## src/scope_pkg.sv

```systemverilog
// shared widths, types, opcodes and state codes of the acquisition core
// everything runs on one clock, the ring buffer holds 256 rows of 4 lanes
// acq_state_e codes go to the host as plain numbers, keep them fixed

package scope_pkg;

	// --------------------------------------------------
	// sizes
	// --------------------------------------------------
	localparam int N_LANES    = 4;  // adc lanes per clock
	localparam int SAMPLE_W   = 12; // bits per sample
	localparam int BUF_ADDR_W = 8;  // 256 rows
	localparam int FW_VERSION = 19; // returned by info, byte 1 = 0

	typedef logic signed [SAMPLE_W-1:0]      sample_t;
	typedef logic [N_LANES*SAMPLE_W-1:0]     row_t;      // lane 0 in the low bits
	typedef logic [BUF_ADDR_W-1:0]           buf_addr_t;
	typedef logic [7:0]                      byte_t;
	typedef logic [31:0]                     word_t;
	typedef logic [63:0]                     frame_t;    // byte 0 in the low bits
	typedef logic [7:0]                      tot_t;
	typedef logic [15:0]                     take_len_t;

	// --------------------------------------------------
	// command opcodes, byte 0 of a frame
	// --------------------------------------------------
	localparam byte_t OP_READOUT  = 8'd0;
	localparam byte_t OP_ARM      = 8'd1;
	localparam byte_t OP_INFO     = 8'd2;
	localparam byte_t OP_TRIG_SET = 8'd8;

	typedef enum logic [7:0] {
		IDLE      = 8'd0,   // writing, waiting for arm
		WAIT_LOW  = 8'd1,   // rising trigger, first wait for a low sample
		WAIT_HIGH = 8'd2,   // then count cycles above upper
		POST      = 8'd250, // triggered, taking the post-trigger rows
		READY     = 8'd251  // frozen until read out
	} acq_state_e;

	typedef enum logic [1:0] {RECV, DECODE, REPLY, READ} ctl_state_e;

endpackage
```

## src/cmd_receiver.sv

```systemverilog
// collects eight stream bytes into one command frame, byte 0 first
// after the eighth byte the slave stalls until the controller frees it

`timescale 1ns/1ps

module cmd_receiver (
	input  logic                clk,
	input  logic                rstn,
	input  logic                i_rx_tvalid,
	input  scope_pkg::byte_t    i_rx_tdata,
	output logic                o_rx_tready,
	input  logic                i_frame_done,
	output scope_pkg::frame_t   o_frame,
	output logic                o_frame_valid
);

	logic [2:0] byte_cnt; // next byte slot
	logic       blocked;  // frame handed over, waiting for done

	assign o_rx_tready = !blocked;

	always_ff @(posedge clk or negedge rstn) begin
		if (!rstn) begin
			byte_cnt      <= 3'd0;
			blocked       <= 1'b0;
			o_frame_valid <= 1'b0;
		end else begin
			o_frame_valid <= 1'b0; // one cycle pulse
			if (i_frame_done)
				blocked <= 1'b0;
			if (i_rx_tvalid && o_rx_tready) begin
				byte_cnt <= byte_cnt + 3'd1; // wraps back to 0 after byte 7
				if (byte_cnt == 3'd7) begin
					o_frame_valid <= 1'b1;
					blocked       <= 1'b1;
				end
			end
		end
	end

	always_ff @(posedge clk) begin
		if (i_rx_tvalid && o_rx_tready)
			o_frame[{byte_cnt, 3'b000} +: 8] <= i_rx_tdata; // little endian slots
	end

endmodule

```

## config.mk

```make
export PLATFORM = sky130hd
export DESIGN_NAME = cmd_receiver
export DESIGN_NICKNAME = d
export VERILOG_FILES = /design/src/scope_pkg.sv /design/src/cmd_receiver.sv
export SDC_FILE = /design/constraint.sdc
export NUM_CORES = 1
export LEC_CHECK = 0
export ABC_AREA = 1
export ABC_CLOCK_PERIOD_IN_PS = 2550
export BUFFER_PORTS_ARGS = -buffer_cell sky130_fd_sc_hd__buf_2
export CAP_MARGIN = 20
export CORE_UTILIZATION = 35
export CTS_CLUSTER_DIAMETER = 150
export DETAILED_ROUTE_END_ITERATION = 8
export GPL_TIMING_DRIVEN = 0
export PLACE_DENSITY_LB_ADDON = 0.2
export REMOVE_ABC_BUFFERS = 1
export SETUP_SLACK_MARGIN = 0.02
export SLEW_MARGIN = 15
export SYNTH_ARGS = -nofsm -noshare
export SYNTH_HDL_FRONTEND = slang
export SYNTH_SLANG_ARGS = --single-unit
```

## constraint.sdc

```tcl
create_clock -name clk -period 2.55 [get_ports clk]
set_input_delay 0.51 -clock clk [delete_from_list [all_inputs] [get_ports clk]]
set_output_delay 0.51 -clock clk [all_outputs]
set_load 0.01 [all_outputs]
```

==> impl_metrics.env <==
export IMPL_p_int_mw=2.464
export IMPL_root_buffer="clkbuf_8"
export IMPL_die_height_um=91.37
export IMPL_ios=78
export IMPL_worst_pin_slew_ps=608.1
export IMPL_ff2ff_path_depth=7
export IMPL_holdWs_ps=358.5
export IMPL_finalMaxSlewViolations=0
export IMPL_fmax_ghz=0.4437
export IMPL_cellLeakagePower_nw=1.346
export IMPL_ys_seq_area_share_pct=73.23
export IMPL_ys_ff_latch=69
export IMPL_mostFrequentLayoutCell="buf_2"
export IMPL_p_comb_share_pct=39.6
export IMPL_skew_ps=7.426
export IMPL_start_kind="register"
export IMPL_num_fill_cells=723
export IMPL_yosys_cell_types_count=23
export IMPL_coreArea_um2=7727
export IMPL_critPathCaptureType="register"
export IMPL_start_util_pct=36.17
export IMPL_clockBufferDepth=2
export IMPL_cpMaxStageDelayCell="ha_4"
export IMPL_gp_congestion=0.7612
export IMPL_wl_um=6055
export IMPL_max_stage_delay_ps=440
export IMPL_syn_avg_cell_area_um2=12.94
export IMPL_cp_required_ps=2570
export IMPL_path_cells="inv_2, ha_1, ha_4, inv_4, nor2_1, nand2_1, nor2_4"
export IMPL_finalCritPeriodShare_pct=88.38
export IMPL_remaining_drc_errors=0
export IMPL_finalCriticalPeriod_ps=2254
export IMPL_clkLatencyLatePin_ps=340
export IMPL_multi_input_area_um2=680.7
export IMPL_areaGrowthSynthToFinish_pct=25.43
export IMPL_hold_class="input port to register"
export IMPL_path_clk_slew_ps=70
export IMPL_num_rows=32
export IMPL_vias=1888
export IMPL_grt_pass1_wl_um=9287
export IMPL_place_worst_setup_slack_ps=-740.5
export IMPL_grt_max_degree=20
export IMPL_critPathMaxFanout=19
export IMPL_clkPwrFrac_pct=20.5
export IMPL_track_usage_pct=15.34
export IMPL_p_switching_mw=1.623
export IMPL_synth_warnings=0
export IMPL_irDropWorstVdd_v=0.0005157
export IMPL_cp_data_arrival_time_ps=2280
export IMPL_rsz0062_at_grt="no"
export IMPL_fin_tns_setup_ps=0
export IMPL_antenna_found_initial=0
export IMPL_ant_nets=0
export IMPL_num_antenna_cells=0
export IMPL_dr_pass1_iters=4
export IMPL_post_drt_wl_per_cell_um=14.95
export IMPL_grt_pass1_vias=1790
export IMPL_stdcell_area_um2=3506
export IMPL_final_setup_worst_slack_ps=296.2
export IMPL_final_core_util_pct=45.37
export IMPL_fin_nets=315
export IMPL_dieArea_um2=8348
export IMPL_min_path_cells=2
export IMPL_power_switching_fraction_pct=39.72
export IMPL_hold_violations=0
export IMPL_status="finished, final reports clean"
export IMPL_synth_cell_area_um2=2795
export IMPL_die_w_um=91.37
export IMPL_drt_initial_drc_count=66
export IMPL_seqPwrFrac_pct=39.9
export IMPL_cts_max_level=3
export IMPL_cts_buffers=9
export IMPL_overflow=0
export IMPL_powerDensity_nw_per_um2=1166
export IMPL_setup_viol=0
export IMPL_seqCellArea_um2=2048
export IMPL_cts_tree="yes"
export IMPL_io_buffer_count=77
export IMPL_via_per_inst=4.662
export IMPL_placedInstanceArea_um2=3247
export IMPL_synthCells=216
export IMPL_clkSinkCount=69
export IMPL_maxSlewHeadroom_pct=59.46
export IMPL_critPathKind="register to register"
export IMPL_dpl_hpwl_um=4107
export IMPL_layout_common_cells="buf_2 (77), edfxtp_1 (64), nor2_1 (55)"
export IMPL_drive_above_1_share_pct=37.62
export IMPL_max_cap_violations=0
[flip-flops by register name, indices dropped and copies added, names as in the netlist]
register / flops
blocked: 1
byte_cnt: 3
o_frame: 64
o_frame_valid: 1
[timing repair]
item	4_1_cts	5_1_grt
pin swaps	0	1
gates cloned	0	0
hold endpoints to repair	5	0
hold buffers	1	0
gates resized for setup	15	1
endpoints found under the setup margin	89	64
buffers inserted	0	1
[final timing paths]
| check | start | to | slack [ps] |
|---|---|---|---|
| setup / recovery | byte_cnt[0]$_DFFE_PN0P_ | o_frame[19]$_DFFE_PP_ | 300 |
| hold / removal | i_frame_done | blocked$_DFF_PN0_ | 360 |
| setup reg to reg | byte_cnt[0]$_DFFE_PN0P_ | o_frame[19]$_DFFE_PP_ | 300 |
| hold reg to reg | byte_cnt[1]$_DFFE_PN0P_ | byte_cnt[1]$_DFFE_PN0P_ | 520 |
| max in group asynchronous | rstn | byte_cnt[0]$_DFFE_PN0P_ | 1900 |
| min in group asynchronous | rstn | blocked$_DFF_PN0_ | 510 |
[metrics by stage]
| stage | power [mW] | std cells |
|---|---|---|
| 6_report | 4.087 | 405 |
| 5_1_grt | 4.343 | 405 |
| 4_1_cts | 4.096 | 404 |
| 3_5_place_dp | 3.151 | 387 |
| 3_3_place_gp | 3.134 | 387 |
| 2_1_floorplan | 2.684 | 208 |
[power groups by stage]
| stage | registers, mW | clock network, mW | logic, mW |
|---|---|---|---|
| after CTS | 1.67 | 0.855 | 1.57 |
| after global routing | 1.65 | 0.901 | 1.79 |
| after detailed placement | 1.69 | 0 | 1.46 |
| after global placement | 1.69 | 0 | 1.44 |
| final | 1.63 | 0.838 | 1.62 |
| after floorplan | 1.77 | 0 | 0.913 |
[critical path: cells and delay by family, from the launching register on]
family        cells  cell delay (ps)
fa+ha+maj         2              690
buf+inv           2              230
flops             1              370
simple gates      3              640
[layout make-up]
cell class | count | area share (%)
clock buffer | 11 | 3.747
clock inverter | 5 | 1.463
inverter | 16 | 1.820
multi-input combinational | 123 | 19.41
sequential | 69 | 58.42
tap | 102 | 3.640
timing repair buffer | 79 | 11.49
[synthesized netlist by cell type]
cell       n  share of area (%)
a21oi_1    1               0.18
buf_2      4               0.72
buf_4      1               0.27
buf_6      3                1.2
clkinv_2   1               0.18
dfrtp_1    5                4.5
edfxtp_1  64                 69
ha_1       5                2.2
inv_1     12                1.6
inv_2      2               0.27
inv_4      1               0.22
nand2_1   11                1.5
nand2_2    1               0.22
nand2_4    3                1.2
nand3_1   10                1.8
nand3_4    2                1.3
nand4_1    7                1.6
nor2_1    63                8.5
nor2_2     3               0.67
nor3_1    14                2.5
o21ai_0    1               0.18
o22ai_1    1               0.22
xor2_1     1               0.31
[cells by family after synthesis]
logic type      Yosys count  share of synthesized area, %
compound gates            3                        0.5817
xor+xnor                  1                        0.3134
fa+ha+maj                 5                         2.238
buf+inv                  24                         4.476
flops                    69                         73.23
simple gates            114                         19.16
[metal layers]
layer | vias to the layer above | wire, µm | global-route usage, %
met1 | 909 | 2710 | 20.02
li1 | 912 | - | -
met2 | 52 | 2960 | 23.11
met4 | 0 | 148 | 9.392
met5 | - | 0 | 0
met3 | 15 | 235 | 3.601
No activity file was read; power rests on OpenSTA's default activity.
