`src/scope_pkg.sv`:
```
// shared widths, types, opcodes and state codes of the acquisition core
// everything runs on one clock, the ring buffer holds 256 rows of 4 lanes
// acq_state_e codes go to the host as plain numbers, keep them fixed

package scope_pkg;

	// --------------------------------------------------
	// sizes
	// --------------------------------------------------
	localparam int N_LANES    = 4;  // adc lanes per clock
	localparam int SAMPLE_W   = 12; // bits per sample
	localparam int BUF_ADDR_W = 8;  // 256 rows
	localparam int FW_VERSION = 19; // returned by info, byte 1 = 0

	typedef logic signed [SAMPLE_W-1:0]      sample_t;
	typedef logic [N_LANES*SAMPLE_W-1:0]     row_t;      // lane 0 in the low bits
	typedef logic [BUF_ADDR_W-1:0]           buf_addr_t;
	typedef logic [7:0]                      byte_t;
	typedef logic [31:0]                     word_t;
	typedef logic [63:0]                     frame_t;    // byte 0 in the low bits
	typedef logic [7:0]                      tot_t;
	typedef logic [15:0]                     take_len_t;

	// --------------------------------------------------
	// command opcodes, byte 0 of a frame
	// --------------------------------------------------
	localparam byte_t OP_READOUT  = 8'd0;
	localparam byte_t OP_ARM      = 8'd1;
	localparam byte_t OP_INFO     = 8'd2;
	localparam byte_t OP_TRIG_SET = 8'd8;

	typedef enum logic [7:0] {
		IDLE      = 8'd0,   // writing, waiting for arm
		WAIT_LOW  = 8'd1,   // rising trigger, first wait for a low sample
		WAIT_HIGH = 8'd2,   // then count cycles above upper
		POST      = 8'd250, // triggered, taking the post-trigger rows
		READY     = 8'd251  // frozen until read out
	} acq_state_e;

	typedef enum logic [1:0] {RECV, DECODE, REPLY, READ} ctl_state_e;

endpackage
```
`src/cmd_controller.sv`:
```
// decodes one frame at a time: readout, arm, info and trigger settings
// unknown opcodes are dropped silently, the receiver is freed right away
// readout fetches one ram row per two beats, the read address runs one row ahead

`timescale 1ns/1ps

module cmd_controller (
	input  logic                      clk,
	input  logic                      rstn,
	input  scope_pkg::frame_t         i_frame,
	input  logic                      i_frame_valid,
	output logic                      o_frame_done,
	output logic                      o_start,
	output scope_pkg::word_t          o_len_bytes,
	output scope_pkg::word_t          o_word,
	input  logic                      i_beat_taken,
	input  logic                      i_busy,
	output scope_pkg::buf_addr_t      o_rd_addr,
	input  scope_pkg::row_t           i_rd_row,
	input  scope_pkg::buf_addr_t      i_trig_addr,
	output logic                      o_arm,
	output logic                      o_trig_type,
	output scope_pkg::take_len_t      o_take_len,
	output scope_pkg::sample_t        o_lower,
	output scope_pkg::sample_t        o_upper,
	output scope_pkg::tot_t           o_tot,
	output logic                      o_read_done,
	input  scope_pkg::acq_state_e     i_acq_state,
	input  scope_pkg::word_t          i_event_count
);

	scope_pkg::ctl_state_e    state;
	scope_pkg::byte_t         op, b1, b2, b3, b5;
	scope_pkg::buf_addr_t     pre_offset;  // rows shown before the trigger
	scope_pkg::word_t         reply_word;
	logic                     half;        // 0 lanes 1:0, 1 lanes 3:2
	logic                     launch;      // readout start waits one cycle for the ram
	logic [23:0]              row_half;
	logic [11:0]              thr_base_lo, thr_base_hi;

	assign op = i_frame[7:0];
	assign b1 = i_frame[15:8];
	assign b2 = i_frame[23:16];
	assign b3 = i_frame[31:24];
	assign b5 = i_frame[47:40];

	// thresholds in adc counts, ((b1 -+ b2 - 128) * 16) + 8 mod 4096
	assign thr_base_lo = {4'b0, b1} - {4'b0, b2} - 12'd128;
	assign thr_base_hi = {4'b0, b1} + {4'b0, b2} - 12'd128;

	assign row_half = half ? i_rd_row[47:24] : i_rd_row[23:0];
	assign o_word   = (state == scope_pkg::READ) ? {4'b0, row_half[23:12], 4'b0, row_half[11:0]}
	                                             : reply_word;

	always_ff @(posedge clk or negedge rstn) begin
		if (!rstn) begin
			state        <= scope_pkg::RECV;
			o_frame_done <= 1'b0;
			o_start      <= 1'b0;
			o_arm        <= 1'b0;
			o_read_done  <= 1'b0;
			launch       <= 1'b0;
			half         <= 1'b0;
			o_rd_addr    <= '0;
			o_trig_type  <= 1'b0;
			o_take_len   <= '0;
			o_lower      <= '0;
			o_upper      <= '0;
			o_tot        <= '0;
			pre_offset   <= '0;
		end else begin
			o_frame_done <= 1'b0; // pulses
			o_start      <= 1'b0;
			o_arm        <= 1'b0;
			o_read_done  <= 1'b0;
			case (state)
				scope_pkg::RECV: if (i_frame_valid) state <= scope_pkg::DECODE;
				scope_pkg::DECODE: begin
					o_len_bytes <= 32'd4; // single word replies
					state       <= scope_pkg::REPLY;
					o_start     <= 1'b1;
					case (op)
						scope_pkg::OP_READOUT: begin
							o_len_bytes <= i_frame[63:32];
							o_rd_addr   <= i_trig_addr - pre_offset; // wraps in the ring
							half        <= 1'b0;
							launch      <= 1'b1;
							o_start     <= 1'b0;
							state       <= scope_pkg::READ;
						end
						scope_pkg::OP_ARM: begin
							o_trig_type <= b1[0];             // 0 immediate, 1 rising
							o_take_len  <= i_frame[47:32];
							o_arm       <= 1'b1;              // only acts in IDLE
							reply_word  <= {24'd0, i_acq_state}; // state before the arm
						end
						scope_pkg::OP_INFO: begin
							if (b1 == 8'd0)
								reply_word <= 32'(scope_pkg::FW_VERSION);
							else if (b1 == 8'd3)
								reply_word <= i_event_count;
							else
								reply_word <= 32'd0;
						end
						scope_pkg::OP_TRIG_SET: begin
							o_lower    <= {thr_base_lo[7:0], 4'b0} + 12'd8;
							o_upper    <= {thr_base_hi[7:0], 4'b0} + 12'd8;
							pre_offset <= b3;
							o_tot      <= b5;
							reply_word <= 32'd8;
						end
						default: begin // unknown, no reply
							o_start      <= 1'b0;
							o_frame_done <= 1'b1;
							state        <= scope_pkg::RECV;
						end
					endcase
				end
				scope_pkg::REPLY: begin
					if (!i_busy) begin
						o_frame_done <= 1'b1;
						state        <= scope_pkg::RECV;
					end
				end
				scope_pkg::READ: begin
					if (launch) begin // first row is on i_rd_row now
						launch  <= 1'b0;
						o_start <= 1'b1;
					end else if (!i_busy) begin
						o_read_done  <= 1'b1; // event counts as read
						o_frame_done <= 1'b1;
						state        <= scope_pkg::RECV;
					end else if (i_beat_taken) begin
						half <= !half;
						if (!half)
							o_rd_addr <= o_rd_addr + 8'd1; // prefetch, high half still held
					end
				end
				default: state <= scope_pkg::RECV;
			endcase
		end
	end

endmodule

```
`config.mk`:
```
export PLATFORM = sky130hd
export DESIGN_NAME = cmd_controller
export DESIGN_NICKNAME = d
export VERILOG_FILES = /design/src/scope_pkg.sv /design/src/cmd_controller.sv
export SDC_FILE = /design/constraint.sdc
export NUM_CORES = 1
export LEC_CHECK = 0
export BUFFER_PORTS_ARGS = -buffer_cell sky130_fd_sc_hd__buf_2
export CAP_MARGIN = 20
export CORE_MARGIN = 2
export CORE_UTILIZATION = 45
export CTS_CLUSTER_SIZE = 30
export DETAILED_ROUTE_END_ITERATION = 16
export GPL_TIMING_DRIVEN = 0
export PLACE_DENSITY = 0.76
export SYNTH_ARGS = -nofsm -noshare
export SYNTH_HDL_FRONTEND = slang
export SYNTH_SLANG_ARGS = --single-unit
```
`constraint.sdc`:
```
create_clock -name clk -period 5.5 [get_ports clk]
set_input_delay 1.1 -clock clk [delete_from_list [all_inputs] [get_ports clk]]
set_output_delay 1.1 -clock clk [all_outputs]
set_load 0.005 [all_outputs]
```
==> out/metrics.yaml <==
synth-main-ff-cell: "dfrtp_1"
grt_pass1_wl_mm: 27.8
path_clk_slew_ns: 0.06
clock_skew_ns: 0.00665
portBuffers: 281
synth_edf_count: 64
seq_area_frac_synth_pct: 52.1
place_area_um2: 8500
ant_nets: 0
final_nets: 1110
cts_setup_buffers: 0
cts_tree: "yes"
die_w_um: 127
grt_overflow: 0
maxCapViolations: 0
ys_types: 58
worst-path-stages: 3
syn2layout_area_growth_pct: 34.2
slew_violations: 0
arrival_ns: 3.50
crit_required_ns: 5.54
crit_path_cell_trace: "buf_4, and2_1, nor2b_4"
routed_wirelength_mm: 18.0
critPathMaxStageDelay_ns: 0.88
power.density_nw_per_um2: 278
path_buf_inv: 1
crit_path_start_kind: "primary input"
drt_first_pass_iters: 4
clkPwrFrac_pct: 45.8
p_leak_uw: 0.00461
routabilityCongestion: 0.815
die-area_um2: 16100
coreArea_um2: 14600
vdd_ir_drop_max_mv: 0.201
clockBufferDepth: 2
drive_above_1_share_pct: 40.9
endpoint_kind: "flop"
path_class: "in2reg"
finalNonFillerCells: 1107
synth_seq_cells: 129
syn_inst: 602
hp-class: "reg2reg"
finalSetupViolations: 0
syn-cell-area_um2: 6810
htreeDepth: 4
path_delay_family: "simple AND/OR/NAND/NOR gates"
slew_headroom_pct: 31.6
status: "finished clean"
track_usage_pct: 22.2
cts_root_buf: "clkbuf_16"
clk_latency_ns: 0.42
tightest_slew_ns: 1.02
whs_ns: 0.482
antenna_found_initial: 2
max_freq_mhz: 289
pwr-share-seq_pct: 42.0
fin_area_um2: 9140
layout_commonest_cell: "buf_2"
final_cell_mix: "buf_2 (285), dfrtp_1 (65), edfxtp_1 (64), nand2_1 (59), o21ai_0 (49)"
yosys_warnings: 0
rsz0062_at_grt: "false"
dpl.hpwl_mm: 14.0
cts_sinks: 129
period_minus_slack_ns: 3.46
dp_cells: 1073
slowest_stage: "nor2b_4"
hold_viol: 0
hold-path-cell-count: 2
rows: 44
wire_per_inst_um: 16.2
p_total_uw: 2540
yosysTopAreaCell: "edfxtp_1"
ff2ff_path_depth: 4
io_pins: 290
cp_max_fo: 66
drt_iter0_markers: 284
grt_pass1_vias: 5578
swShare_pct: 23.6
vias: 5669
hold_buffers: 0
vias_per_cell: 5.12
switching_power_uw: 599
yosysTopAreaCellShare_pct: 28.2
p_comb_share_pct: 12.1
async_flop_share_pct: 50.4
fillers: 1236
p_int_uw: 1940
cts_resized: 0
ys_top_cells_by_area: "edfxtp_1 (28%), dfrtp_1 (24%), ha_1 (6.2%), mux2_2 (5.3%), mux2i_1 (3.7%)"
drc: 0
grt_max_degree: 67
period_share_pct: 62.9
final_core_util_pct: 62.4
syn_avg_cell_area_um2: 11.3
cts_buffers: 17
start_util_pct: 46.5
die_h_um: 127
kinds of logic (layout without fill, tap and decap cells):
group | Yosys count | count (layout) | share of synthesized area, %
buffers and inverters | 67 | 381 | 4.56
other | 1 | 8 | 0.0551
muxes | 59 | 59 | 9.29
adders and majority gates | 37 | 37 | 7.13
DFF | 129 | 129 | 52.1
AOI/OAI and AO/OA | 112 | 112 | 9.75
and+or+nand+nor | 178 | 178 | 14.7
xor gates and xnor gates | 19 | 19 | 2.44
power by group through the flow:
| stage | Clock (µW) | Sequential [µW] | Combinational [µW] |
|---|---|---|---|
| finish | 1160 | 1070 | 308 |
| global route | 1220 | 1070 | 345 |
| CTS | 1180 | 1070 | 312 |
| detailed placement | 0 | 1090 | 310 |
| global placement | 0 | 1080 | 300 |
| floorplan | 0 | 1090 | 158 |
synthesized netlist by cell type, types with 2 or more instances:
master    number
buf_1          2
o22ai_1        2
mux2_2        32
xnor2_1        6
nor3_1         5
nor2b_1        5
o21ai_0       49
o21bai_1       2
fa_1           3
a31oi_1        4
and2_1        36
mux2_1         2
buf_2          5
o211ai_1       2
buf_4         10
edfxtp_1      64
nand2b_1       4
nand2_1       59
mux2i_1       25
ha_1          34
inv_1         31
dfrtp_1       65
a211oi_1       4
clkbuf_1      17
a221oi_1       3
nand4_1        2
a22o_1         4
nand3_1        4
nor2_2         2
nor2_1        14
buf_6          2
and3_1        32
a21o_1         9
o21a_1         3
xor2_1        13
a21oi_1       24
worst min-delay path: stages, from the launching register on:
cell	delay, ns
dfrtp_1	0.34
nand2_1	0.05
o21ai_0	0.06
area by class of cell:
cell class	instances	area, µm²	share of cell area (%)
clock inverters	9	88.8	0.972
diodes	2	5.00	0.0547
repair buffers	282	1440	15.7
well taps	184	230	2.52
inverters	31	116	1.27
flip-flops and latches	129	3550	38.8
plain buffers	36	194	2.12
clock buffers	23	543	5.94
multi-input cells	411	2980	32.6
path summary, 6_finish.rpt:
path / endpoint / start / slack (ns)
max in group asynchronous: o_start$_DFF_PN0_ / rstn / 4.14
worst max register to register: reply_word[12]$_DFFE_PP_ / state[0]$_DFFE_PN0P_ / 2.69
worst min-delay path: o_trig_type$_DFFE_PN0P_ / o_trig_type$_DFFE_PN0P_ / 0.48
min in group asynchronous: o_lower[9]$_DFFE_PN0P_ / rstn / 0.79
worst max-delay path: reply_word[12]$_DFFE_PP_ / rstn / 2.04
worst min register to register: o_trig_type$_DFFE_PN0P_ / o_trig_type$_DFFE_PN0P_ / 0.48
metal layers:
| metal | up-vias | part of all wire (%) | wire length [µm] | track usage (%) |
|---|---|---|---|---|
| met3 | 34 | 5.8 | 1030 | 4.61 |
| met1 | 2687 | 42 | 7470 | 27.4 |
| met2 | 204 | 50 | 9010 | 38.0 |
| met4 | 0 | 2.5 | 456 | 9.24 |
| met5 | - | 0 | 0 | 0 |
| li1 | 2744 | - | - | - |
stage by stage:
step	TNS, ns	setup slack (ns)
global placement	-23.48	-0.736
global route	0	1.77
finish	0	2.04
detailed placement	0	1.52
floorplan	0	1.60
CTS	0	1.96
registers in the layout, indices dropped and copies added, names as in the netlist, 2 cells and up:
signal and flops:
pre_offset 8, o_tot 8, o_take_len 16, o_rd_addr 8, o_lower 9, reply_word 32
state 2, o_upper 7, o_len_bytes 32
(Power assumes the default switching activity.)
