## src/scope_pkg.sv

```systemverilog
// shared widths, types, opcodes and state codes of the acquisition core
// everything runs on one clock, the ring buffer holds 256 rows of 4 lanes
// acq_state_e codes go to the host as plain numbers, keep them fixed

package scope_pkg;

	// --------------------------------------------------
	// sizes
	// --------------------------------------------------
	localparam int N_LANES    = 4;  // adc lanes per clock
	localparam int SAMPLE_W   = 12; // bits per sample
	localparam int BUF_ADDR_W = 8;  // 256 rows
	localparam int FW_VERSION = 19; // returned by info, byte 1 = 0

	typedef logic signed [SAMPLE_W-1:0]      sample_t;
	typedef logic [N_LANES*SAMPLE_W-1:0]     row_t;      // lane 0 in the low bits
	typedef logic [BUF_ADDR_W-1:0]           buf_addr_t;
	typedef logic [7:0]                      byte_t;
	typedef logic [31:0]                     word_t;
	typedef logic [63:0]                     frame_t;    // byte 0 in the low bits
	typedef logic [7:0]                      tot_t;
	typedef logic [15:0]                     take_len_t;

	// --------------------------------------------------
	// command opcodes, byte 0 of a frame
	// --------------------------------------------------
	localparam byte_t OP_READOUT  = 8'd0;
	localparam byte_t OP_ARM      = 8'd1;
	localparam byte_t OP_INFO     = 8'd2;
	localparam byte_t OP_TRIG_SET = 8'd8;

	typedef enum logic [7:0] {
		IDLE      = 8'd0,   // writing, waiting for arm
		WAIT_LOW  = 8'd1,   // rising trigger, first wait for a low sample
		WAIT_HIGH = 8'd2,   // then count cycles above upper
		POST      = 8'd250, // triggered, taking the post-trigger rows
		READY     = 8'd251  // frozen until read out
	} acq_state_e;

	typedef enum logic [1:0] {RECV, DECODE, REPLY, READ} ctl_state_e;

endpackage
```

## src/trigger_unit.sv

```systemverilog
// acquisition FSM: immediate or rising threshold trigger with time over threshold
// any of the four lanes can fire, thresholds are signed adc counts
// in READY nothing is written until the event has been read out

`timescale 1ns/1ps

module trigger_unit (
	input  logic                   clk,
	input  logic                   rstn,
	input  scope_pkg::row_t        i_cond_samples,
	input  logic                   i_arm,
	input  logic                   i_trig_type,
	input  scope_pkg::take_len_t   i_take_len,
	input  scope_pkg::sample_t     i_lower,
	input  scope_pkg::sample_t     i_upper,
	input  scope_pkg::tot_t        i_tot,
	input  logic                   i_read_done,
	output logic                   o_wr_en,
	output logic                   o_trig_latch,
	output scope_pkg::acq_state_e  o_acq_state,
	output scope_pkg::word_t       o_event_count
);

	scope_pkg::tot_t       tot_cnt;  // consecutive cycles above upper
	scope_pkg::take_len_t  post_cnt; // rows taken after the trigger
	scope_pkg::sample_t    lane;
	logic                  any_below, any_above;

	assign o_wr_en = (o_acq_state != scope_pkg::READY); // keep history while waiting

	always_comb begin
		any_below = 1'b0;
		any_above = 1'b0;
		lane      = '0;
		for (int k = 0; k < scope_pkg::N_LANES; k++) begin
			lane = i_cond_samples[k*scope_pkg::SAMPLE_W +: scope_pkg::SAMPLE_W];
			if (lane < i_lower)
				any_below = 1'b1;
			if (lane > i_upper)
				any_above = 1'b1;
		end
	end

	always_ff @(posedge clk or negedge rstn) begin
		if (!rstn) begin
			o_acq_state   <= scope_pkg::IDLE;
			o_trig_latch  <= 1'b0;
			o_event_count <= '0;
			tot_cnt       <= '0;
			post_cnt      <= '0;
		end else begin
			o_trig_latch <= 1'b0; // pulse
			case (o_acq_state)
				scope_pkg::IDLE: begin
					tot_cnt  <= '0;
					post_cnt <= 16'd1;
					if (i_arm && !i_trig_type) begin // immediate
						o_trig_latch <= 1'b1;
						o_acq_state  <= scope_pkg::POST;
					end else if (i_arm) begin
						o_acq_state <= scope_pkg::WAIT_LOW;
					end
				end
				scope_pkg::WAIT_LOW: if (any_below) o_acq_state <= scope_pkg::WAIT_HIGH;
				scope_pkg::WAIT_HIGH: begin
					if (!any_above) begin // pulse too short, start over
						tot_cnt     <= '0;
						o_acq_state <= scope_pkg::WAIT_LOW;
					end else if (tot_cnt + 8'd1 >= i_tot) begin
						o_trig_latch <= 1'b1;
						o_acq_state  <= scope_pkg::POST;
					end else begin
						tot_cnt <= tot_cnt + 8'd1;
					end
				end
				scope_pkg::POST: begin
					if (post_cnt >= i_take_len) begin
						o_event_count <= o_event_count + 32'd1;
						o_acq_state   <= scope_pkg::READY;
					end else begin
						post_cnt <= post_cnt + 16'd1;
					end
				end
				scope_pkg::READY: if (i_read_done) o_acq_state <= scope_pkg::IDLE;
				default: o_acq_state <= scope_pkg::IDLE;
			endcase
		end
	end

endmodule

```

## config.mk

```make
export PLATFORM = sky130hd
export DESIGN_NAME = trigger_unit
export DESIGN_NICKNAME = d
export VERILOG_FILES = /design/src/scope_pkg.sv /design/src/trigger_unit.sv
export SDC_FILE = /design/constraint.sdc
export NUM_CORES = 1
export LEC_CHECK = 0
export ABC_AREA = 1
export ABC_CLOCK_PERIOD_IN_PS = 3500
export BUFFER_PORTS_ARGS = -buffer_cell sky130_fd_sc_hd__buf_2
export CORE_UTILIZATION = 54
export DETAILED_ROUTE_END_ITERATION = 16
export GPL_ROUTABILITY_DRIVEN = 0
export PLACE_DENSITY_LB_ADDON = 0.3
export SLEW_MARGIN = 0
export SYNTH_ARGS = -nofsm -noshare
export SYNTH_HDL_FRONTEND = slang
export SYNTH_SLANG_ARGS = --single-unit
```

## constraint.sdc

```tcl
create_clock -name clk -period 3.5 [get_ports clk]
set_input_delay 0.175 -clock clk [delete_from_list [all_inputs] [get_ports clk]]
set_output_delay 0.175 -clock clk [all_outputs]
set_load 0.01 [all_outputs]
```

==> metrics.yaml, run 1 <==
status: "finished, final reports clean"
dr_total_vias: 6079
synth_cell_types: 36
synth_edf_count: 0
crit_path_max_fanout: 12
fin_nets: 1271
routed_via_density: 5.07
area_growth_pct: 17.5
start_util_pct: 55.9
cts_buffer_depth: 2
synth_most_common_cell: "nand2_1"
finalSetupViolations: 0
grtUsageTotal_pct: 25.3
syn_area_sq_um: 6400
ys_seq_area_share_pct: 23.4
cts_tree: "built"
arrival_ns: 2.64
synthXorXnorAreaFrac_pct: 5.61
post-synth-top-area-cell: "dfrtp_1"
wire_per_inst_microns: 12.5
rows: 39
async_flop_share_pct: 100
peakVddDrop_uv: 286
die_x_microns: 111
synth_fa_ha_area_share_pct: 23.2
period_share_pct: 69.5
dp_hpwl_microns: 12400
cts_sinks: 60
io_buffers: 141
overflow: 0
drv_cap: 0
synth-compound-area-share_pct: 7.42
final.min_clock_period_ns: 2.43
antenna_found_initial: 0
synthTopCellsByCount: "nand2_1, inv_1, ha_1"
drcViolationCount: 0
fillers: 1025
clk_latency_ns: 0.32
cp-end-kind: "flip-flop"
path_class: "flip-flop to flip-flop"
syn_nets: 1128
cts.root.buffer_cell: "clkbuf_16"
syn_avg_cell_area_sq_um: 7.05
multiInputGateArea_sq_um: 4220
drt-pass1-iter-count: 5
crit_path_start_kind: "flip-flop"
hold_viol_final: 0
finalMaxSlewViolations: 0
wl_microns: 14900
rsz0062_at_grt: "false"
dieHeight_microns: 111
min_path_type: "input port to asynchronous set/reset pin"
synthCells: 908
synth_top_area_share_pct: 23.4
drtAntennaViolNets: 0
drtIter0Drc: 334
p_leak_nw: 4.38
yosys.area_share.simple_pct: 29.6
ctsResizeCount: 0
num_antenna_cells: 0
grt_pass1_wl_microns: 25800
h-tree-depth: 3
grt_pass1_vias: 5735
synth_mux_area_share_pct: 0
synthTopCellsByArea: "dfrtp_1, ha_1, nand2_1, inv_1, nor2_1"
core_area_sq_um: 11500
synth_ff_type: "dfrtp_1"
cts.clk_slew.worst_paths_ns: 0.06
hold_buffers: 0
drive_gt1_share_pct: 17.6
yosys_register_bits: 60
post_cts_buffers: 0
synth_top_family_by_area: "simple AND/OR/NAND/NOR gates"
max_freq_ghz: 0.411
seq_area_sq_um: 1500
cts_buffers: 9
worstMarginPinSlew_ns: 0.945
power.total_mw: 2.60
boundaryPins: 143
yosys_warnings: 0
fin_skew_ns: 0.0104
dieArea_sq_um: 12300
required_ns: 3.70
slew_headroom_pct: 37.0
fin_tns_setup_ns: 0
grt_max_degree: 43
p_per_area_nw_per_um2: 346
layer usage:
| metal | share of wire, % | vias to the layer above | track usage [%] |
|---|---|---|---|
| met5 | 0 | - | 0 |
| met4 | 1.5 | 0 | 6.67 |
| met3 | 5.3 | 18 | 3.99 |
| met2 | 44 | 153 | 40.6 |
| met1 | 50 | 2681 | 35.4 |
| li1 | - | 3227 | - |
metrics by stage:
step / hold slack [ns] / setup slack, ns / area (sq um) / utilization [%] / instances
floorplan: -0.121 / 1.31 / 6400 / - / 908
global placement: 0.368 / 1.15 / 7230 / 63.1 / 1183
detailed placement: 0.375 / 1.06 / 7230 / 63.1 / 1183
CTS: 0.0323 / 1.05 / 7530 / 65.7 / 1199
global route: 0.0821 / 0.864 / 7530 / 65.7 / 1199
finish: 0.000736 / 1.07 / 7530 / 65.7 / 1199
worst max-delay path, stage by stage, from the launching register on:
cell       delay (ns)
dfrtp_1          0.39
nand2_1          0.07
inv_1            0.08
nand4_1          0.11
nand3b_1         0.19
xor2_1           0.18
inv_1            0.07
ha_1             0.29
nand2_1          0.08
nor2_1           0.06
nand3_1          0.06
o2111ai_1        0.13
nand3b_2         0.39
nand3_1          0.16
nand2_1          0.05
worst paths after layout:
path	slack, ns	depth (start not counted)	from	to
min in group clk	0.19	4	i_read_done	o_acq_state[0]
max	1.07	14	tot_cnt[2]	o_acq_state[1]
max in group asynchronous	2.67	2	rstn	o_event_count[23]
max reg2reg	1.07	14	tot_cnt[2]	o_acq_state[1]
min reg2reg	0.51	1	o_event_count[14]	o_event_count[14]
min	0.0007	1	rstn	o_event_count[4]
cell families (layout without fill, tap and decap cells):
family                     Yosys count  after routing
and+or+nand+nor                    423            423
buffers and inverters              174            322
other                                1              1
adders and majority gates          119            119
xor gates and xnor gates            41             41
AOI/OAI and AO/OA                   90             90
DFF                                 60             60
cell usage in the layout, fill, tap and decap left out, types with 22 or more instances in the layout:
master,instances
o21ai_0,22
xor2_1,28
buf_2,141
dfrtp_1,60
inv_1,155
nand2_1,234
nor2_1,69
nand3_1,42
ha_1,119
nand4_1,26
a21oi_1,50
final cells by class:
class / count / share of cell area [%]
clock buffers: 10 / 3.04
clock inverters: 6 / 0.864
inverters: 163 / 8.13
multi-input cells: 674 / 56.1
flip-flops and latches: 60 / 19.9
well taps: 143 / 2.38
repair buffers: 143 / 9.57
registers in the layout, indices dropped and copies added (netlist names):
signal and flops:
o_trig_latch 1, o_acq_state 3, tot_cnt 8, o_event_count 32, post_cnt 16
power by group:
group	leakage (nW)	internal, mW	switching, mW
Clock	0.142	0.550	0.311
Combinational	3.44	0.333	0.578
Sequential	0.802	0.744	0.0855
Total	4.38	1.63	0.975
(Power assumes the default switching activity.)
==> run 2, diff against run 1 <==
- ABC_AREA: 1 -> 0
- ABC_CLOCK_PERIOD_IN_PS: 3500 -> 2400
- clock period: 3.5 -> 2.4 ns (I/O delays scaled with it)
==> metrics.yaml, run 2 <==
violations: "setup timing"
wire_per_inst_microns: 17.5  # was 12.5 microns
grt_pass1_vias: 6042  # was 5735
crit_path_max_fanout: 4  # was 12
syn_nets: 865  # was 1128
dieHeight_microns: 105  # was 111 microns
dp_hpwl_microns: 13400  # was 12400 microns
stdcell_area_sq_um: 8000  # was 7530 sq um
crit_path_start_kind: "flip-flop"  # unchanged
clk_latency_ns: 0.35  # was 0.32 ns
crit_chain: "and3_4 > nand3_2 > nor2_1 > xor2_1 > ha_2 > a2111oi_4 > o211ai_1 > a2111oi_4 > a21bo_2 > a32o_1"  # was nand2_1 > inv_1 > nand4_1 > nand3b_1 > xor2_1 > inv_1 > ha_1 > nand2_1 > nor2_1 > nand3_1 > o2111ai_1 > nand3b_2 > nand3_1 > nand2_1
placed_area_sq_um: 7260  # was 7230 sq um
cpMostUsedCell: "a2111oi_4"  # was nand2_1
syn_area_sq_um: 5760  # was 6400 sq um
dr_total_vias: 6041  # was 6079
layout_common_cells: "buf_2, ha_1, buf_4"  # was nand2_1, inv_1, buf_2
drive_gt1_share_pct: 37.2  # was 17.6%
synth_most_common_cell: "ha_1"  # was nand2_1
post-synth-top-area-cell: "dfrtp_1"  # unchanged
cpPeakStageDelay_ns: 0.41  # was 0.39 ns
yosys_register_bits: 60  # unchanged
final_common_cell: "buf_2"  # was nand2_1
synth_cell_types: 66  # was 36
peakVddDrop_uv: 395  # was 286 uV
fin_tns_setup_ns: -4.25  # was 0 ns
final.min_clock_period_ns: 2.74  # was 2.43 ns
cts.clk_slew.worst_paths_ns: 0.08  # was 0.06 ns
area_growth_pct: 39.0  # was 17.5%
cts_sinks: 60  # unchanged
async_flop_share_pct: 100  # unchanged
path_class: "flip-flop to flip-flop"  # unchanged
synthCells: 645  # was 908
die_x_microns: 105  # was 111 microns
min_path_type: "input port to flip-flop"  # was input port to asynchronous set/reset pin
final_util_pct: 77.5  # was 65.7%
worstMarginPinSlew_ns: 0.565  # was 0.945 ns
antenna_found_initial: 0  # unchanged
dieArea_sq_um: 11100  # was 12300 sq um
yosys_warnings: 0  # unchanged
drv_cap: 0  # unchanged
place_ws_ns: -0.302  # was 1.06 ns
reg.largest.list: "o_event_count x32, post_cnt x16, tot_cnt x8"  # unchanged
grt_max_degree: 39  # was 43
finalSetupViolations: 31  # was 0
p_leak_nw: 4.32  # was 4.38 nW
cts_buffers: 9  # unchanged
synth_top_area_share_pct: 26.1  # was 23.4%
cp-end-kind: "flip-flop"  # unchanged
largest_reg_flops: 32  # unchanged
required_ns: 2.63  # was 3.70 ns
rsz0062_at_grt: "true"  # was false
max_freq_ghz: 0.364  # was 0.411 GHz
timing.hold.ws_ns: 0.170  # was 0.000736 ns
start_util_pct: 55.8  # was 55.9%
drtIter0Drc: 386  # was 334
drtAntennaViolNets: 0  # unchanged
synth_ff_type: "dfrtp_1"  # unchanged
boundaryPins: 143  # unchanged
cts_tree: "built"  # unchanged
h-tree-depth: 3  # unchanged
synthTopCellsByArea: "dfrtp_1, ha_1, inv_1, xnor2_1, nand4_1"  # was dfrtp_1, ha_1, nand2_1, inv_1, nor2_1
drcViolationCount: 0  # unchanged
ys_seq_area_share_pct: 26.1  # was 23.4%
routed_via_density: 5.89  # was 5.07
arrival_ns: 2.97  # was 2.64 ns
rows: 37  # was 39
slew_headroom_pct: 61.4  # was 37.0%
fin_skew_ns: 0.0227  # was 0.0104 ns
regMostFlops: "o_event_count"  # unchanged
io_buffers: 141  # unchanged
drt-pass1-iter-count: 5  # unchanged
synth_edf_count: 0  # unchanged
setup_ws_ns: -0.344  # was 1.07 ns
overflow: 0  # unchanged
finalMaxSlewViolations: 0  # unchanged
slowest_stage: "dfrtp_1"  # unchanged
grtUsageTotal_pct: 31.0  # was 25.3%
grt_pass1_wl_microns: 27800  # was 25800 microns
cts.root.buffer_cell: "clkbuf_8"  # was clkbuf_16
core_area_sq_um: 10300  # was 11500 sq um
status: "finished with violations"  # was finished, final reports clean
p_per_area_nw_per_um2: 468  # was 346 nW/um^2
fin_nets: 1103  # was 1271
syn_avg_cell_area_sq_um: 8.93  # was 7.05 sq um
synthTopCellsByCount: "ha_1, inv_1, dfrtp_1"  # was nand2_1, inv_1, ha_1
period_share_pct: 114  # was 69.5%
wl_microns: 18000  # was 14900 microns
cts_buffer_depth: 2  # unchanged
hold_viol_final: 0  # unchanged
## run 2: changes by cell type in the layout (fill, tap and decap cells not counted), moves of 19 or more
cell     before  now
nor2_1       69   32
a21oi_1      50   26
nand2_1     234   36
nand3_1      42   14
inv_1       155   69
buf_4         2   90
a21o_1        1   20
## run 2: logic make-up after synthesis
kind of cell | share of synthesized area, %
AOI/OAI and AO/OA | 16.1
xor gates and xnor gates | 7.00
adders and majority gates | 25.9
buffers and inverters | 5.93
DFF | 26.1
muxes | 0.543
other | 0.0651
and+or+nand+nor | 18.4
## run 2: critical path, delay by kind of cell, from the launching register on
family	cells	cell delay (ns)
compound gates	5	1.47
xor+xnor	1	0.11
fa+ha+maj	1	0.21
flops	1	0.41
simple gates	3	0.45
## run 2: worst paths after layout
| path | slack (ns) | cells past startpoint | to | startpoint |
|---|---|---|---|---|
| max in group asynchronous | 1.23 | 3 | tot_cnt[7] | rstn |
| worst max register to register | -0.34 | 10 | o_acq_state[6] | tot_cnt[0] |
| worst min-delay path | 0.17 | 4 | o_acq_state[1] | i_read_done |
| min in group asynchronous | 0.27 | 2 | o_event_count[27] | rstn |
| worst max-delay path | -0.34 | 10 | o_acq_state[6] | tot_cnt[0] |
| worst min register to register | 0.46 | 1 | o_event_count[31] | o_event_count[31] |
## run 2: metal layers
layer  GRT usage, %  part of all wire, %  vias to the layer above
li1               -                    -                     2835
met4           12.4                  4.0                        0
met3           2.84                  5.1                       66
met1           37.8                   40                     2871
met5              0                    0                        -
met2           56.1                   51                      269
## run 2: area by class of cell
cell class,instances,area [sq um]
multi-input combinational,501,4400
fill,689,2320
sequential,60,1500
timing repair buffer,241,1490
inverter,70,263
tap,136,170
clock buffer,9,124
clock inverter,7,51.3
antenna,2,5.00
## run 2: per-stage QoR
step / cells / power (mW)
final: 1026 / 3.75
after global routing: 1024 / 3.96
after CTS: 1018 / 3.64
after detailed placement: 995 / 2.74
after global placement: 995 / 2.68
after floorplan: 645 / 2.11
## run 2: where the power goes
group          leakage (nW)  switching (mW)  total [mW]  internal, mW
combinational          3.43           0.919        1.72         0.797
sequential            0.811          0.0943        1.18          1.08
clock                0.0860           0.472       0.852         0.380
total                  4.32            1.49        3.75          2.26
## run 2: what timing repair did
action,CTS,global route
hold buffers,1,0
pin swaps,18,43
endpoints found under the setup margin,27,51
gates resized for setup,27,64
endpoints found under the hold margin,22,0
gates cloned,0,1
setup buffers,6,8
