==> config.mk <==
export PLATFORM = sky130hd
export DESIGN_NAME = stream_sender
export DESIGN_NICKNAME = d
export VERILOG_FILES = /design/src/scope_pkg.sv /design/src/stream_sender.sv
export SDC_FILE = /design/constraint.sdc
export NUM_CORES = 1
export LEC_CHECK = 0
export BUFFER_PORTS_ARGS = -buffer_cell sky130_fd_sc_hd__buf_4
export CAP_MARGIN = 20
export CORE_UTILIZATION = 40
export CTS_BUF_LIST = sky130_fd_sc_hd__clkbuf_8 sky130_fd_sc_hd__clkbuf_16
export DETAILED_ROUTE_END_ITERATION = 7
export PLACE_DENSITY_LB_ADDON = 0.08
export RECOVER_POWER = 25
export SETUP_SLACK_MARGIN = 0.02
export SYNTH_ARGS = -nofsm -noshare
export SYNTH_HDL_FRONTEND = slang
export SYNTH_SLANG_ARGS = --single-unit
==> constraint.sdc <==
create_clock -name clk -period 2.8 [get_ports clk]
set_input_delay 0.56 -clock clk [delete_from_list [all_inputs] [get_ports clk]]
set_output_delay 0.56 -clock clk [all_outputs]
set_load 0.1 [all_outputs]
==> src/scope_pkg.sv <==
// shared widths, types, opcodes and state codes of the acquisition core
// everything runs on one clock, the ring buffer holds 256 rows of 4 lanes
// acq_state_e codes go to the host as plain numbers, keep them fixed

package scope_pkg;

	// --------------------------------------------------
	// sizes
	// --------------------------------------------------
	localparam int N_LANES    = 4;  // adc lanes per clock
	localparam int SAMPLE_W   = 12; // bits per sample
	localparam int BUF_ADDR_W = 8;  // 256 rows
	localparam int FW_VERSION = 19; // returned by info, byte 1 = 0

	typedef logic signed [SAMPLE_W-1:0]      sample_t;
	typedef logic [N_LANES*SAMPLE_W-1:0]     row_t;      // lane 0 in the low bits
	typedef logic [BUF_ADDR_W-1:0]           buf_addr_t;
	typedef logic [7:0]                      byte_t;
	typedef logic [31:0]                     word_t;
	typedef logic [63:0]                     frame_t;    // byte 0 in the low bits
	typedef logic [7:0]                      tot_t;
	typedef logic [15:0]                     take_len_t;

	// --------------------------------------------------
	// command opcodes, byte 0 of a frame
	// --------------------------------------------------
	localparam byte_t OP_READOUT  = 8'd0;
	localparam byte_t OP_ARM      = 8'd1;
	localparam byte_t OP_INFO     = 8'd2;
	localparam byte_t OP_TRIG_SET = 8'd8;

	typedef enum logic [7:0] {
		IDLE      = 8'd0,   // writing, waiting for arm
		WAIT_LOW  = 8'd1,   // rising trigger, first wait for a low sample
		WAIT_HIGH = 8'd2,   // then count cycles above upper
		POST      = 8'd250, // triggered, taking the post-trigger rows
		READY     = 8'd251  // frozen until read out
	} acq_state_e;

	typedef enum logic [1:0] {RECV, DECODE, REPLY, READ} ctl_state_e;

endpackage
==> src/stream_sender.sv <==
// 32-bit stream master, sends i_len_bytes bytes as ceil(len/4) beats
// valid drops for one cycle after each accepted beat and the next
// word is taken from i_word when valid rises again

`timescale 1ns/1ps

module stream_sender (
	input  logic               clk,
	input  logic               rstn,
	input  logic               i_start,
	input  scope_pkg::word_t   i_len_bytes,
	input  scope_pkg::word_t   i_word,
	output logic               o_beat_taken,
	output logic               o_busy,
	input  logic               i_tx_tready,
	output logic               o_tx_tvalid,
	output scope_pkg::word_t   o_tx_tdata,
	output logic [3:0]         o_tx_tkeep,
	output logic               o_tx_tlast
);

	scope_pkg::word_t remaining; // bytes left including the current beat
	logic             busy_q;
	logic             rearm;     // raise valid again next cycle

	assign o_beat_taken = o_tx_tvalid && i_tx_tready;
	assign o_busy       = busy_q || i_start; // busy from the start pulse on
	assign o_tx_tlast   = (remaining <= 32'd4);
	assign o_tx_tkeep   = (remaining >= 32'd4) ? 4'b1111 :
	                      (remaining == 32'd3) ? 4'b0111 :
	                      (remaining == 32'd2) ? 4'b0011 :
	                      (remaining == 32'd1) ? 4'b0001 : 4'b0000;

	always_ff @(posedge clk or negedge rstn) begin
		if (!rstn) begin
			remaining   <= '0;
			busy_q      <= 1'b0;
			rearm       <= 1'b0;
			o_tx_tvalid <= 1'b0;
		end else begin
			rearm <= 1'b0;
			if (i_start) begin
				remaining   <= i_len_bytes;
				busy_q      <= 1'b1;
				o_tx_tvalid <= 1'b1;
			end else if (o_beat_taken) begin
				o_tx_tvalid <= 1'b0;
				if (o_tx_tlast) begin // done
					remaining <= '0;
					busy_q    <= 1'b0;
				end else begin
					remaining <= remaining - 32'd4;
					rearm     <= 1'b1;
				end
			end else if (rearm) begin
				o_tx_tvalid <= 1'b1;
			end
		end
	end

	always_ff @(posedge clk) begin
		if (i_start || rearm)
			o_tx_tdata <= i_word; // held while valid is up
	end

endmodule

==> load_flow_metrics.sql, run 1 <==
INSERT INTO impl_metrics (metric_group, metric, value, unit) VALUES
('critical_path', 'regToRegEndpoint', 'remaining[12]$_DFFE_PN0P_', ''),
('cts', 'cts.sink_count', '67', ''),
('timing', 'finalCriticalPeriod', '2.88', 'ns'),
('logic_synthesis', 'synth-seq-cells', '67', ''),
('grt', 'grt_start_max_net_pins', '55', ''),
('detailed_routing', 'drt-wirelength-per-cell', '15.5', 'um'),
('place', 'finalWeightedCongestion', '0.789', ''),
('detailed_routing', 'vias_per_cell', '5.35', ''),
('timing', 'tightest_slew', '1.96', 'ns'),
('cells_and_area', 'drive_above_1_share', '0.408', ''),
('logic_synthesis', 'synth_flop_cell', 'dfrtp_1', ''),
('timing', 'grt_setup_unrepaired', 'true', ''),
('cells_and_area', 'final.fill_count', '627', ''),
('pwr', 'total_leakage_power', '1.82', 'nW'),
('critical_path', 'critical_path.max_stage_delay', '0.53', 'ns'),
('worst_hold_path', 'min_path_type', 'in -> reg', ''),
('grt', 'grt_pass1_vias', '2565', ''),
('pwr', 'max-vdd-ir-drop', '0.000250', 'V'),
('critical_path', 'criticalPathCategory', 'reg -> out', ''),
('detailed_routing', 'drt-total-wl', '7940', 'um'),
('critical_path', 'crit_path_end_kind', 'output port', ''),
('critical_path', 'cell_with_the_largest_stage_delay_on_the_worst_path', 'or4_4', ''),
('critical_path', 'crit_cells', '7', ''),
('cells_and_area', 'num-nets-final', '477', ''),
('cts', 'cts-htree-levels', '3', ''),
('logic_synthesis', 'post_synth_num_cell_types', '47', ''),
('critical_path', 'worstPathCellList', 'or4_4 -> nor4_4 -> nand2_1 -> a211oi_2 -> buf_4 -> o21ai_2 -> buf_12', ''),
('timing', 'final_max_slew_viol_count', '36', ''),
('critical_path', 'timing.critical_path.max_delay_family', 'simple AND/OR/NAND/NOR gates', ''),
('detailed_routing', 'initial_drc_count', '168', ''),
('logic_synthesis', 'synth.area.mux_share', '0.00637', ''),
('timing', 'post_route_worst_setup_slack', '-0.0763', 'ns'),
('outcome', 'failed_checks', 'capacitance limit, slew limit, setup timing', ''),
('timing', 'total_of_endpoints_with_negative_setup_slack_in_the_final_report', '4', ''),
('pwr', 'totalPowerFinal', '2.68', 'mW'),
('detailed_routing', 'postRouteAntennaNets', '0', ''),
('detailed_routing', 'vias', '2733', ''),
('critical_path', 'timing.critical_path.fanout_max', '4', ''),
('logic_synthesis', 'largest_family_of_logic_cells_by_synthesized_area', 'simple AND/OR/NAND/NOR gates', ''),
('logic_synthesis', 'synth_fa_ha_area_frac', '0.00796', ''),
('cells_and_area', 'layout_common_cells', '89 x buf_4, 33 x nand2_1, 32 x dfrtp_1, 32 x clkbuf_4, 32 x edfxtp_1', ''),
('place', 'port_buffers', '107', ''),
('die', 'fp.dieW', '90.7', 'um'),
('cts', 'clk_root_buffer_cell', 'clkbuf_8', ''),
('logic_synthesis', 'ys_warn_count', '0', ''),
('logic_synthesis', 'synth-simple-area-share', '0.200', ''),
('logic_synthesis', 'synth-edff-count', '32', ''),
('logic_synthesis', 'syn_avg_cell_area', '11.0', 'um2'),
('die', 'initial_core_util', '0.424', ''),
('outcome', 'run_status', 'finished, violations left', ''),
('critical_path', 'timing.rr.start', 'remaining[2]$_DFFE_PN0P_', ''),
('die', 'die_y', '90.7', 'um'),
('timing', 'hold_violations', '0', ''),
('critical_path', 'worst_setup_path_startpoint', 'remaining[9]$_DFFE_PN0P_', ''),
('logic_synthesis', 'synthesis.nets', '355', ''),
('timing', 'timing.slew.headroom', '-0.309', ''),
('place', 'post-place-ws', '0.201', 'ns'),
('die', 'design.die.area', '8220', 'um2'),
('pwr', 'power_per_cell_area', '596', 'nW/um2'),
('grt', 'number_of_antenna_violations_at_the_first_check_in_global_routing', '0', ''),
('critical_path', 'regToRegSetupSlack', '0.35', 'ns'),
('cts', 'cts_tree', 'yes', ''),
('job', 'cap_viol_max_count', '1', ''),
('timing', 'finalClockSkew', '0.0104', 'ns'),
('cells_and_area', 'n_antenna_cell', '0', ''),
('place', 'detailed_place_hpwl', '5480', 'um'),
('cts', 'cts_buffer_depth', '2', ''),
('critical_path', 'critPathLaunchType', 'flip-flop', ''),
('critical_path', 'required', '2.24', 'ns'),
('critical_path', 'critPathBufInv', '2', ''),
('cts', 'clk_latency', '0.34', 'ns');
-- sequential cells by signal, summed over array words and instances (netlist names) --
name         count
busy_q           1
o_tx_tvalid      1
o_tx_tdata      32
rearm            1
remaining       32
-- through the flow --
step           utilization  TNS [ns]  hold slack, ns  cells
2_1_floorplan            -         0           0.264    285
3_3_place_gp         0.559         0           0.467    489
3_5_place_dp         0.559         0           0.473    489
4_1_cts              0.600    -0.369           0.180    507
5_1_grt              0.606    -0.781           0.397    511
6_report             0.606    -0.229           0.415    511
-- report_power, final --
part | internal (mW) | switching [mW] | leakage [nW] | total (mW)
registers | 1.12 | 0.0665 | 0.731 | 1.18
clock network | 0.527 | 0.375 | 0.117 | 0.902
logic | 0.184 | 0.406 | 0.970 | 0.590
-- synthesized netlist by cell type (2+ instances only) --
cell type / count / area share
a2bb2oi_1: 5 / 0.014
clkbuf_1: 13 / 0.016
xnor2_1: 8 / 0.022
nor4_4: 2 / 0.014
nor3_1: 13 / 0.021
a22oi_1: 7 / 0.017
o31ai_1: 2 / 0.0048
mux2i_1: 2 / 0.0064
nor4_1: 11 / 0.022
a211oi_1: 2 / 0.0048
o31a_1: 4 / 0.011
dfrtp_1: 35 / 0.28
nor3b_1: 3 / 0.0072
buf_2: 2 / 0.0032
a31oi_1: 7 / 0.014
nand4_1: 5 / 0.0099
or3_1: 4 / 0.0080
inv_1: 9 / 0.011
o21ai_1: 24 / 0.038
o311ai_1: 2 / 0.0056
nand2_1: 34 / 0.041
a21oi_1: 10 / 0.016
edfxtp_1: 32 / 0.31
o21a_1: 2 / 0.0048
nor4_2: 3 / 0.012
ha_1: 2 / 0.0080
nand3_2: 2 / 0.0064
or4_1: 7 / 0.017
nor2_1: 7 / 0.0084
nand2b_1: 2 / 0.0040
o21ai_0: 2 / 0.0032
or2_2: 4 / 0.0080
nand3_1: 4 / 0.0064
-- how the worst min path moves through the flow --
stage	start	end	slack, ns	cells past startpoint
after detailed placement	busy_q$_DFFE_PN0P_	busy_q$_DFFE_PN0P_	0.47	2
final	i_word[15]	o_tx_tdata[15]$_DFFE_PP_	0.42	1
after global routing	i_word[7]	o_tx_tdata[7]$_DFFE_PP_	0.40	1
after CTS	rstn	remaining[14]$_DFFE_PN0P_	0.18	1
after floorplan	rstn	busy_q$_DFFE_PN0P_	0.26	0
after global placement	busy_q$_DFFE_PN0P_	busy_q$_DFFE_PN0P_	0.47	2
-- cell families (layout without fill, tap and decap cells) --
family | count (synthesis) | in the layout
AO/OA/AOI/OAI | 72 | 72
XOR/XNOR | 8 | 8
adder cells (fa/ha/maj) | 2 | 2
buffers and inverters | 27 | 154
flip-flops | 67 | 67
multiplexers | 2 | 2
AND/OR/NAND/NOR | 107 | 107
-- cell type report --
class	count	area [um2]	share of cell area
clock inverters	6	87.6	0.0195
inverters	11	47.5	0.0106
multi-input cells	191	1250	0.278
clock buffers	10	138	0.0306
well taps	99	124	0.0276
repair buffers	127	1010	0.224
flip-flops and latches	67	1840	0.410
-- repair_timing --
item | 4_1_cts | 5_1_grt
gates resized for setup | 16 | 5
hold buffers | 0 | 0
setup buffers | 2 | 4
endpoints found under the setup margin | 5 | 5
pin swaps | 1 | 1
-- routing by layer --
metal	vias up	wire, um	track usage
met5	-	0	0
met4	0	83	0.0699
met1	1293	3670	0.290
li1	1329	-	-
met2	103	3750	0.311
met3	8	435	0.0412
(Power assumes the default switching activity.)
==> run 2: changes to the inputs <==
Settings changed: BUFFER_PORTS_ARGS -buffer_cell sky130_fd_sc_hd__buf_4 to unset, DONT_BUFFER_PORTS set to 1.
==> load_flow_metrics.sql, run 2 (synthesized netlist as in run 1, its figures left out) <==
INSERT INTO impl_metrics (metric_group, metric, value, unit) VALUES
('critical_path', 'arrival', '2.32', 'ns'),
('cells_and_area', 'final_util', '0.501', ''),
('critical_path', 'cell_with_the_largest_stage_delay_on_the_worst_path', 'or4_4', ''),
('timing', 'tightest_slew', '1.99', 'ns'),
('critical_path', 'worstPathCellList', 'or4_4 -> nor4_4 -> nand2_1 -> a211oi_2 -> buf_4 -> nand3_4 -> buf_12', ''),
('cells_and_area', 'n_antenna_cell', '0', ''),
('outcome', 'run_status', 'finished, violations left', ''),
('timing', 'timing.slew.headroom', '-0.327', ''),
('detailed_routing', 'initial_drc_count', '149', ''),
('critical_path', 'critPathBufInv', '2', ''),
('cts', 'cts.sink_count', '67', ''),
('critical_path', 'regToRegSetupSlack', '0.27', 'ns'),
('grt', 'overall_global_routing_resource_usage', '0.197', ''),
('critical_path', 'crit_path_end_kind', 'output port', ''),
('critical_path', 'critical_path.max_stage_delay', '0.53', 'ns'),
('die', 'design.die.area', '8220', 'um2'),
('grt', 'grt_pass1_vias', '2317', ''),
('critical_path', 'regToRegEndpoint', 'remaining[11]$_DFFE_PN0P_', ''),
('timing', 'hold_slack', '0.304', 'ns'),
('pwr', 'switching_power', '0.826', 'mW'),
('outcome', 'failed_checks', 'capacitance limit, slew limit, setup timing', ''),
('worst_hold_path', 'min_path_type', 'in -> reg', ''),
('timing', 'finalCriticalPeriod', '2.88', 'ns'),
('place', 'detailed_place_hpwl', '5300', 'um'),
('die', 'initial_core_util', '0.424', ''),
('cts', 'cts_buffer_depth', '2', ''),
('worst_hold_path', 'hold_end', 'rearm$_DFF_PN0_', ''),
('worst_hold_path', 'min_path_cells', '1', ''),
('pwr', 'switching_share', '0.334', ''),
('grt', 'number_of_antenna_violations_at_the_first_check_in_global_routing', '0', ''),
('critical_path', 'worst-r2r-cell-count', '7', ''),
('die', 'floorplan.io_pins', '108', ''),
('worst_hold_path', 'min-delay-start', 'i_start', ''),
('grt', 'grt_start_max_net_pins', '55', ''),
('cells_and_area', 'syn2layout_area_growth', '18.1', '%'),
('critical_path', 'criticalPathCategory', 'reg -> out', ''),
('cts', 'clk_root_buffer_cell', 'clkbuf_8', ''),
('pwr', 'share_clk_of_total_power', '0.329', ''),
('grt', 'grt-ovfl-total', '0', ''),
('pwr', 'p_int', '1.65', 'mW'),
('detailed_routing', 'vias_per_cell', '5.81', ''),
('cells_and_area', 'drive_above_1_share', '0.212', ''),
('cells_and_area', 'layout_common_cells', '33 x nand2_1, 33 x dfrtp_1, 32 x edfxtp_1, 23 x o21ai_1, 20 x buf_4', ''),
('timing', 'final_max_slew_viol_count', '36', ''),
('timing', 'setup_tns', '-0.242', 'ns'),
('detailed_routing', 'drt-wirelength-per-cell', '18.6', 'um'),
('pwr', 'total_leakage_power', '1.31', 'nW'),
('timing', 'finalClockSkew', '0.00947', 'ns'),
('timing', 'post_route_worst_setup_slack', '-0.0804', 'ns'),
('cells_and_area', 'final.fill_count', '675', ''),
('critical_path', 'timing.rr.start', 'remaining[3]$_DFFE_PN0P_', ''),
('detailed_routing', 'postRouteAntennaNets', '0', ''),
('critical_path', 'required', '2.24', 'ns'),
('die', 'num_rows', '31', ''),
('die', 'fp.dieW', '90.7', 'um'),
('pwr', 'combinationalPowerShare', '0.096', ''),
('critical_path', 'critPathLaunchType', 'flip-flop', ''),
('die', 'die_y', '90.7', 'um'),
('detailed_routing', 'drcViolationCount', '0', ''),
('detailed_routing', 'vias', '2382', ''),
('cells_and_area', 'num-nets-final', '376', ''),
('critical_path', 'timing.critical_path.fanout_max', '4', ''),
('pwr', 'max-vdd-ir-drop', '0.000251', 'V'),
('cts', 'clk_transition_reported_paths', '0.08', 'ns'),
('detailed_routing', 'drtPass1Iterations', '4', ''),
('detailed_routing', 'drt-total-wl', '7650', 'um'),
('grt', 'grt_pass1_wl', '12500', 'um'),
('die', 'design.core.area', '7410', 'um2'),
('place', 'port_buffers', '0', ''),
('pwr', 'p_seq_frac', '0.575', ''),
('cts', 'cts-htree-levels', '3', ''),
('job', 'cap_viol_max_count', '1', ''),
('timing', 'clock.fmax', '347', 'MHz'),
('cts', 'cts_inserted_buffers', '9', ''),
('pwr', 'power_per_cell_area', '666', 'nW/um2'),
('place', 'finalWeightedCongestion', '0.778', ''),
('timing', 'grt_setup_unrepaired', 'true', ''),
('timing', 'finalCritPeriodShare', '1.03', ''),
('timing', 'hold_violations', '0', ''),
('cts', 'clk_latency', '0.34', 'ns'),
('cells_and_area', 'biggestRegsByFlops', 'o_tx_tdata: 32 flops, remaining: 32 flops', ''),
('critical_path', 'timing.critical_path.max_delay_family', 'simple AND/OR/NAND/NOR gates', ''),
('timing', 'total_of_endpoints_with_negative_setup_slack_in_the_final_report', '4', ''),
('cts', 'cts_tree', 'yes', '');
==> run 2: worst max path at each step <==
stage | start | end | slack (ns) | cells past startpoint
6_report | remaining[9]$_DFFE_PN0P_ | o_tx_tkeep[0] | -0.08 | 7
5_1_grt | remaining[9]$_DFFE_PN0P_ | o_tx_tkeep[0] | -0.18 | 7
4_1_cts | remaining[9]$_DFFE_PN0P_ | o_tx_tkeep[0] | -0.15 | 7
3_5_place_dp | remaining[25]$_DFFE_PN0P_ | o_tx_tkeep[0] | 0.23 | 7
3_3_place_gp | remaining[25]$_DFFE_PN0P_ | o_tx_tkeep[0] | 0.25 | 7
2_1_floorplan | remaining[25]$_DFFE_PN0P_ | o_tx_tkeep[1] | 0.03 | 5
==> run 2: cell type report <==
type                    count  area, um2  area share
well taps                  99        124      0.0334
repair buffers             26        254      0.0684
inverters                  11       45.0      0.0121
multi-input cells         191       1250       0.336
flip-flops and latches     67       1840       0.495
clock buffers              10        138      0.0371
clock inverters             6       65.1      0.0175
==> run 2: worst reg2reg max path, stage by stage, from the launching register on <==
cell,delay (ns)
dfrtp_1,0.41
inv_1,0.10
ha_1,0.19
nor3b_1,0.16
o21a_1,0.23
a31oi_1,0.76
nand3_1,0.29
o311ai_1,0.29
==> run 2: what timing repair did <==
item | in CTS | in global routing
pin swaps | 2 | 1
hold endpoints to repair | 35 | 0
gates resized for setup | 3 | 2
hold buffers | 1 | 0
buffers inserted | 3 | 0
gates cloned | 0 | 0
setup endpoints to repair | 5 | 5
==> run 2: stage by stage <==
step	cell area, um2	total power, mW	std cells	setup slack (ns)
finish	3710	2.47	410	-0.0804
detailed placement	3470	1.66	391	0.227
floorplan	3170	1.60	285	0.0289
global route	3710	2.58	410	-0.184
global placement	3470	1.66	391	0.254
CTS	3720	2.50	410	-0.149
==> run 2: power by group through the flow <==
stage	clock [mW]	sequential (mW)	combinational (mW)
after floorplan	0	1.43	0.173
final	0.814	1.42	0.238
after CTS	0.836	1.42	0.241
after global placement	0	1.44	0.221
after global routing	0.886	1.43	0.264
after detailed placement	0	1.44	0.222
==> run 2: routing by layer <==
| layer | GRT usage | up-vias | share of wire |
|---|---|---|---|
| met5 | 0 | - | 0 |
| met4 | 0.0591 | 0 | 0.0063 |
| met3 | 0.0724 | 4 | 0.067 |
| met2 | 0.299 | 99 | 0.47 |
| met1 | 0.263 | 1161 | 0.46 |
| li1 | - | 1118 | - |
